**src/design/avm_pkg.sv**
```systemverilog
package avm_pkg;

    // Avalon-MM bus types
    typedef logic [4:0]  avm_addr_t;
    typedef logic [31:0] avm_data_t;

    // UART register byte addresses
    localparam avm_addr_t RX_ADDR     = 5'd0;
    localparam avm_addr_t TX_ADDR     = 5'd4;
    localparam avm_addr_t STATUS_ADDR = 5'd8;

    // status word bits
    localparam int TX_OK_BIT = 6;
    localparam int RX_OK_BIT = 7;

endpackage

```
**src/design/rsa_pkg.sv**
```systemverilog
package rsa_pkg;

    typedef logic [7:0] byte_t;
    typedef logic [5:0] byte_cnt_t;  // up to 32 bytes per operand

    // bus wrapper FSM
    typedef enum logic [2:0] {
        POLL_RX,
        READ_RX,
        POLL_TX,
        WRITE_TX,
        WAIT_CORE
    } wrap_state_t;

    // exponentiation core FSM
    typedef enum logic [2:0] {
        IDLE,
        PREP,
        MULT,
        SQUARE,
        FINISH
    } core_state_t;

endpackage

```
**src/design/rsa_job_if.sv**
```systemverilog
interface rsa_job_if #(
    parameter int KEY_BITS = 256
);

    logic                start;     // one-cycle pulse
    logic [KEY_BITS-1:0] n;
    logic [KEY_BITS-1:0] d;
    logic [KEY_BITS-1:0] a;
    logic [KEY_BITS-1:0] result;    // valid with finished
    logic                finished;  // one-cycle pulse

    modport wrapper (
        output start, n, d, a,
        input  result, finished
    );

    modport core (
        input  start, n, d, a,
        output result, finished
    );

endinterface

```
**src/design/rsa_avm_wrapper.sv**
```systemverilog
module rsa_avm_wrapper #(
    parameter int KEY_BITS = 256
) (
    input  logic               avm_clk,
    input  logic               avm_rst,
    output avm_pkg::avm_addr_t avm_address,
    output logic               avm_read,
    input  avm_pkg::avm_data_t avm_readdata,
    output logic               avm_write,
    output avm_pkg::avm_data_t avm_writedata,
    input  logic               avm_waitrequest,
    rsa_job_if.wrapper         job
);
    import avm_pkg::*;
    import rsa_pkg::*;

    localparam int BYTES = KEY_BITS / 8;

    typedef enum logic [1:0] {
        PH_N,
        PH_D,
        PH_A
    } phase_t;

    wrap_state_t           state;
    phase_t                phase;
    byte_cnt_t             byte_cnt;
    logic                  start;
    logic [3*KEY_BITS-1:0] op_sr;   // n, d, a in arrival order
    logic [KEY_BITS-1:0]   res_sr;
    byte_t                 rx_byte;
    byte_t                 tx_byte;
    logic                  xfer_done;

    assign xfer_done     = !avm_waitrequest;
    assign rx_byte       = avm_readdata[7:0];
    assign tx_byte       = res_sr[KEY_BITS-9 -: 8];  // top byte is never sent
    assign avm_writedata = avm_data_t'(tx_byte);

    assign job.start = start;
    assign job.n     = op_sr[3*KEY_BITS-1 -: KEY_BITS];
    assign job.d     = op_sr[2*KEY_BITS-1 -: KEY_BITS];
    assign job.a     = op_sr[KEY_BITS-1:0];

    always_ff @(posedge avm_clk or posedge avm_rst) begin
        if (avm_rst) begin
            state       <= POLL_RX;
            phase       <= PH_N;
            byte_cnt    <= '0;
            start       <= 1'b0;
            avm_read    <= 1'b0;
            avm_write   <= 1'b0;
            avm_address <= STATUS_ADDR;
        end else begin
            start <= 1'b0;
            case (state)
                POLL_RX: begin
                    if (avm_read && xfer_done && avm_readdata[RX_OK_BIT]) begin
                        avm_address <= RX_ADDR;
                        state       <= READ_RX;
                    end else begin
                        avm_read    <= 1'b1;  // keep polling status
                        avm_address <= STATUS_ADDR;
                    end
                end
                READ_RX: begin
                    if (xfer_done) begin
                        avm_address <= STATUS_ADDR;
                        state       <= POLL_RX;
                        if (byte_cnt == byte_cnt_t'(BYTES - 1)) begin
                            byte_cnt <= '0;
                            case (phase)
                                PH_N: phase <= PH_D;
                                PH_D: phase <= PH_A;
                                default: begin
                                    phase    <= PH_N;
                                    avm_read <= 1'b0;  // bus idle while core runs
                                    start    <= 1'b1;
                                    state    <= WAIT_CORE;
                                end
                            endcase
                        end else begin
                            byte_cnt <= byte_cnt + 1'b1;
                        end
                    end
                end
                WAIT_CORE: begin
                    if (job.finished) begin
                        avm_read    <= 1'b1;
                        avm_address <= STATUS_ADDR;
                        state       <= POLL_TX;
                    end
                end
                POLL_TX: begin
                    if (xfer_done && avm_readdata[TX_OK_BIT]) begin
                        avm_read    <= 1'b0;
                        avm_write   <= 1'b1;
                        avm_address <= TX_ADDR;
                        state       <= WRITE_TX;
                    end
                end
                WRITE_TX: begin
                    if (xfer_done) begin
                        avm_write   <= 1'b0;
                        avm_read    <= 1'b1;
                        avm_address <= STATUS_ADDR;
                        if (byte_cnt == byte_cnt_t'(BYTES - 2)) begin
                            byte_cnt <= '0;
                            state    <= POLL_RX;  // last of BYTES-1 writes
                        end else begin
                            byte_cnt <= byte_cnt + 1'b1;
                            state    <= POLL_TX;
                        end
                    end
                end
                default: state <= POLL_RX;
            endcase
        end
    end

    // operand and result shift registers
    always_ff @(posedge avm_clk) begin
        if (state == READ_RX && xfer_done) begin
            op_sr <= {op_sr[3*KEY_BITS-9:0], rx_byte};
        end
        if (state == WAIT_CORE && job.finished) begin
            res_sr <= job.result;
        end else if (state == WRITE_TX && xfer_done) begin
            res_sr <= res_sr << 8;
        end
    end

endmodule

```
**src/flat_wrapper.sv**
```systemverilog
// flat-port wrapper written by rule: the top's interface ports become plain ports
module rsa_avm_wrapper_flat import avm_pkg::*; import rsa_pkg::*;
#(
    parameter int KEY_BITS = 256
)
  (avm_clk, avm_rst, avm_address, avm_read, avm_readdata, avm_write, avm_writedata, avm_waitrequest, job_start, job_n, job_d, job_a, job_result, job_finished);
  rsa_job_if #(.KEY_BITS(KEY_BITS)) job_i ();
  input  logic avm_clk;
  input  logic avm_rst;
  output avm_pkg::avm_addr_t avm_address;
  output logic avm_read;
  input  avm_pkg::avm_data_t avm_readdata;
  output logic avm_write;
  output avm_pkg::avm_data_t avm_writedata;
  input  logic avm_waitrequest;
  output wire logic [$bits(job_i.start)-1:0] job_start;
  output wire logic [$bits(job_i.n)-1:0] job_n;
  output wire logic [$bits(job_i.d)-1:0] job_d;
  output wire logic [$bits(job_i.a)-1:0] job_a;
  input wire logic [$bits(job_i.result)-1:0] job_result;
  input wire logic [$bits(job_i.finished)-1:0] job_finished;
  assign job_start = job_i.start;
  assign job_n = job_i.n;
  assign job_d = job_i.d;
  assign job_a = job_i.a;
  assign job_i.result = job_result;
  assign job_i.finished = job_finished;
  rsa_avm_wrapper #(.KEY_BITS(KEY_BITS)) u_core (.avm_clk(avm_clk), .avm_rst(avm_rst), .avm_address(avm_address), .avm_read(avm_read), .avm_readdata(avm_readdata), .avm_write(avm_write), .avm_writedata(avm_writedata), .avm_waitrequest(avm_waitrequest), .job(job_i));
endmodule
```
**config.mk**
```make
export PLATFORM = sky130hd
export DESIGN_NAME = rsa_avm_wrapper_flat
export DESIGN_NICKNAME = d
export VERILOG_FILES = /design/src/design/avm_pkg.sv /design/src/design/rsa_pkg.sv /design/src/design/rsa_job_if.sv /design/src/design/rsa_avm_wrapper.sv /design/src/flat_wrapper.sv
export SDC_FILE = /design/constraint.sdc
export NUM_CORES = 1
export LEC_CHECK = 0
export ABC_AREA = 1
export BUFFER_PORTS_ARGS = -buffer_cell sky130_fd_sc_hd__buf_4
export CORE_AREA = 2 2 428 430
export CTS_CLUSTER_DIAMETER = 50
export DETAILED_ROUTE_END_ITERATION = 7
export DIE_AREA = 0 0 430 432
export PLACE_DENSITY = 0.48
export SYNTH_ARGS = -nofsm -noshare
export SYNTH_HDL_FRONTEND = slang
export SYNTH_SLANG_ARGS = --single-unit
```
**constraint.sdc**
```tcl
create_clock -name avm_clk -period 57 [get_ports avm_clk]
set_clock_uncertainty 0.15 [all_clocks]
set_input_delay 14.25 -clock avm_clk [delete_from_list [all_inputs] [get_ports avm_clk]]
set_output_delay 14.25 -clock avm_clk [all_outputs]
set_load 0.005 [all_outputs]
```
==> impl_summary.md <==
Detailed routing
The number of vias after detailed routing is 17994. In this run, the number of DRC markers left after iteration 0 of detailed routing was approximately 1300. In this run the remaining antenna-violating nets after routing total 0. The vias per cell is 3.52. The average wire per standard cell is 19.3 um. The detailed-route wire length is approximately 100 mm. After detailed routing, the number of remaining DRC violations is 0. The first-pass iteration count of the detailed router is 5.

Yosys
After synthesis, the netlist uses 25 different library cells. Synthesis inferred 1032 register bits. The post-synthesis async set-or-reset flop share is 0.0155. A synthesized cell averages 24.2 um2. The top cell type by total area after synthesis is sky130_fd_sc_hd__edfxtp_1. The cell area that synthesis handed to floorplanning was 35500 um2. The most frequently used flop master after synthesis is sky130_fd_sc_hd__edfxtp_1. The Yosys step of the flow raised 0 warnings.

The top cell type's share of synthesized area is 0.859. In the post-synthesis netlist, the biggest area contributors are sky130_fd_sc_hd__edfxtp_1 86%, sky130_fd_sc_hd__mux2_4 8.5%, sky130_fd_sc_hd__mux2_2 1.2%. The part of the Yosys area used for sequential elements is 0.871. Synthesis handed over a netlist of approximately 1500 instances. In this run, synthesis inferred 1016 flip-flops with an integrated enable.

Die
The die height is 432 um. In this run the count of I/O pins placed on the die edge is 1100. The standard-cell row count is 157. The area of the placeable core is around 180000 um2. The floorplan step defined a die boundary enclosing about 190000 um2. In this run the horizontal extent of the chip is 430 um. For this configuration, the core starts out at a cell density of 0.195.

Hold path
The critical hold path startpoint is u_core.op_sr[357]$_DFFE_PP_. The worst hold path was traced through 0 stages. The path with the worst hold slack has its endpoint at u_core.op_sr[365]$_DFFE_PP_. The path category of the worst min-delay check is register to register.

Clock network
The number of H-tree levels is 4. The clock sink count is 1032. The post-CTS setup buffer count is 0. The number of gates resized after CTS is 0. Clock-pin slew was measured on the worst setup and hold paths at 0.06 ns. The maximum clock insertion buffer count is 3.

The tree is rooted in a sky130_fd_sc_hd__clkbuf_16. Clock latency on the worst-skew pair, taken at its later pin, is 0.76 ns. After clock tree synthesis, the flow added hold-fix buffers numbering 0.

Clock tree synthesis inserted a total of 135 buffers. TritonCTS built the clock tree.

STA
Dividing the final minimum period by the clock period gives 0.324. Static timing analysis puts the maximum clock frequency at around 54 MHz. The transition time at the pin with the least slew margin is about 1.1 ns.

Setup slack on the critical path of the routed design comes to 38.54 ns. The final-report hold violation count was 0. The number of setup violations in the final report is 0. The relative max-transition margin is 0.271.

Setup repair after global routing left no endpoint under its margin. The max-slew violation count is 0. Summed over all failing endpoints, the final setup total negative slack is 0 ns.

Subtracting the final worst setup slack from the clock period gives 18.46 ns.

Finish
In the final layout, the share of cells above drive strength 1 is 0.549. The final layout net count is 2917. The area growth from synthesis to layout is 41.7%. The filler cell count in the final layout is 18208.

The summed area of non-filler cells in the final layout is 50300 um2. The commonest non-fill, non-tap cell in the layout is sky130_fd_sc_hd__buf_4. The library cells used most frequently in the layout, excluding fill and tap cells, are 1055 x sky130_fd_sc_hd__buf_4, 1016 x sky130_fd_sc_hd__edfxtp_1, 200 x sky130_fd_sc_hd__mux2_4.

Global routing
The global-route congestion overflow total is 0. The first global-routing pass estimated 135 mm of wire. The number of antenna violations at the first check in global routing is 17. Across every metal layer, demand over resource in global routing totals 0.101. The via count of the first global-routing pass is 18410. The maximum number of pins on one net before global-route repair is 153.

Setup path
The critical path class is input pin to register. The maximum fanout along the worst path is about 150. The worst register-to-register path has a depth of 9. The worst register-to-register path begins at u_core.state[0]$_DFFE_PP0P_. The arrival time reported for the critical path endpoint is 18.68 ns.

The register-to-register path setup slack is 51.29 ns. The worst setup path is captured at a register. The destination of the worst register-to-register timing path is u_core.op_sr[641]$_DFFE_PP_.

The required time of the critical path is 57.22 ns. The startpoint kind of the worst setup timing path is an input pin.

Placed design
The placed wire-length estimate is 71.8 mm. Once placement finished, the instance area stood at about 46000 um2. The count of input and output buffers is 1040. The final RePlAce weighted congestion is 0.797. The post-placement worst setup slack is 37.68 ns.

Power and ir drop
The worst-case IR drop observed on VDD is about 0.000044 V. The ratio of total power to cell area is approximately 44 nW/um2. The static leakage is just under 20 nW.

Job
The tool flagged a number of max-cap violations equal to 0.

Outcome
The flow ran to the end, and the final reports show no timing, DRC or antenna violations.
-- cell usage after synthesis (2+ instances only) --
cell,instances
sky130_fd_sc_hd__mux2_2,39
sky130_fd_sc_hd__buf_4,35
sky130_fd_sc_hd__buf_6,24
sky130_fd_sc_hd__edfxtp_1,1016
sky130_fd_sc_hd__mux2_4,200
sky130_fd_sc_hd__o21ai_0,11
sky130_fd_sc_hd__inv_1,25
sky130_fd_sc_hd__a21oi_1,7
sky130_fd_sc_hd__o21ai_1,2
sky130_fd_sc_hd__dfrtp_1,15
sky130_fd_sc_hd__or2_2,2
sky130_fd_sc_hd__nand2_1,36
sky130_fd_sc_hd__buf_2,3
sky130_fd_sc_hd__ha_1,2
sky130_fd_sc_hd__nand3_1,13
sky130_fd_sc_hd__nor2_1,24
sky130_fd_sc_hd__nand4_1,3
-- layer usage --
layer	vias up	global-route usage	share of wire
met5	-	0	0.0012
met4	18	0.0356	0.026
met2	792	0.178	0.52
met3	154	0.0542	0.11
li1	8062	-	-
met1	8968	0.0997	0.34
-- kinds of logic after synthesis --
logic type	share of synthesized area
AO/OA/AOI/OAI	0.00282
other	0.000106
XOR/XNOR	0.000247
flip-flops	0.871
buffers and inverters	0.0181
AND/OR/NAND/NOR	0.0100
adder cells (fa/ha/maj)	0.000705
multiplexers	0.0973
-- through the flow --
stage	hold WS (ns)	util	std cells	total power, mW
final	0.281	0.277	5115	2.20
after global routing	0.284	0.277	5111	2.30
after global placement	0.280	0.253	4871	1.41
after floorplan	0.302	-	1491	1.29
after CTS	0.276	0.277	5108	2.24
after detailed placement	0.283	0.253	4871	1.42
-- state kept, by name, indices dropped and copies added (netlist names) --
name and cells:
u_core.op_sr 768, u_core.res_sr 248, u_core.byte_cnt 6, u_core.state 3, u_core.avm_address 2, u_core.phase 2, u_core.avm_read 1, u_core.avm_write 1
u_core.job.start 1
-- where the power goes --
part	internal [mW]	total (mW)	switching, mW
clock	0.474	0.809	0.336
sequential	1.02	1.09	0.0705
combinational	0.144	0.299	0.156
-- worst max-delay path by stage --
stage,from,endpoint,slack [ns],cells past startpoint
after global routing,avm_waitrequest,u_core.op_sr[468]$_DFFE_PP_,38.23,7
final,avm_waitrequest,u_core.op_sr[641]$_DFFE_PP_,38.54,7
after floorplan,avm_waitrequest,u_core.phase[0]$_DFFE_PP0P_,19.52,3
after global placement,avm_waitrequest,u_core.op_sr[552]$_DFFE_PP_,37.76,7
after CTS,avm_waitrequest,u_core.op_sr[544]$_DFFE_PP_,38.59,7
after detailed placement,avm_waitrequest,u_core.op_sr[444]$_DFFE_PP_,37.68,7
-- critical path, cell delays in order --
cell and delay [ns]:
sky130_fd_sc_hd__buf_4 0.15, sky130_fd_sc_hd__nor2_4 0.17, sky130_fd_sc_hd__buf_4 0.73, sky130_fd_sc_hd__buf_12 0.64, sky130_fd_sc_hd__buf_4 0.71, sky130_fd_sc_hd__buf_4 0.91, sky130_fd_sc_hd__buf_4 0.79
-- layout make-up --
type / instances / area (um2) / area share
antenna: 7 / 17.5 / 0.000348
clock buffer: 163 / 3560 / 0.0707
clock inverter: 74 / 702 / 0.0140
inverter: 25 / 93.8 / 0.00187
multi-input combinational: 372 / 4070 / 0.0809
sequential: 1032 / 30900 / 0.615
tap: 2385 / 2980 / 0.0593
timing repair buffer: 1057 / 7960 / 0.158
Power figures use the tool's default switching activity.
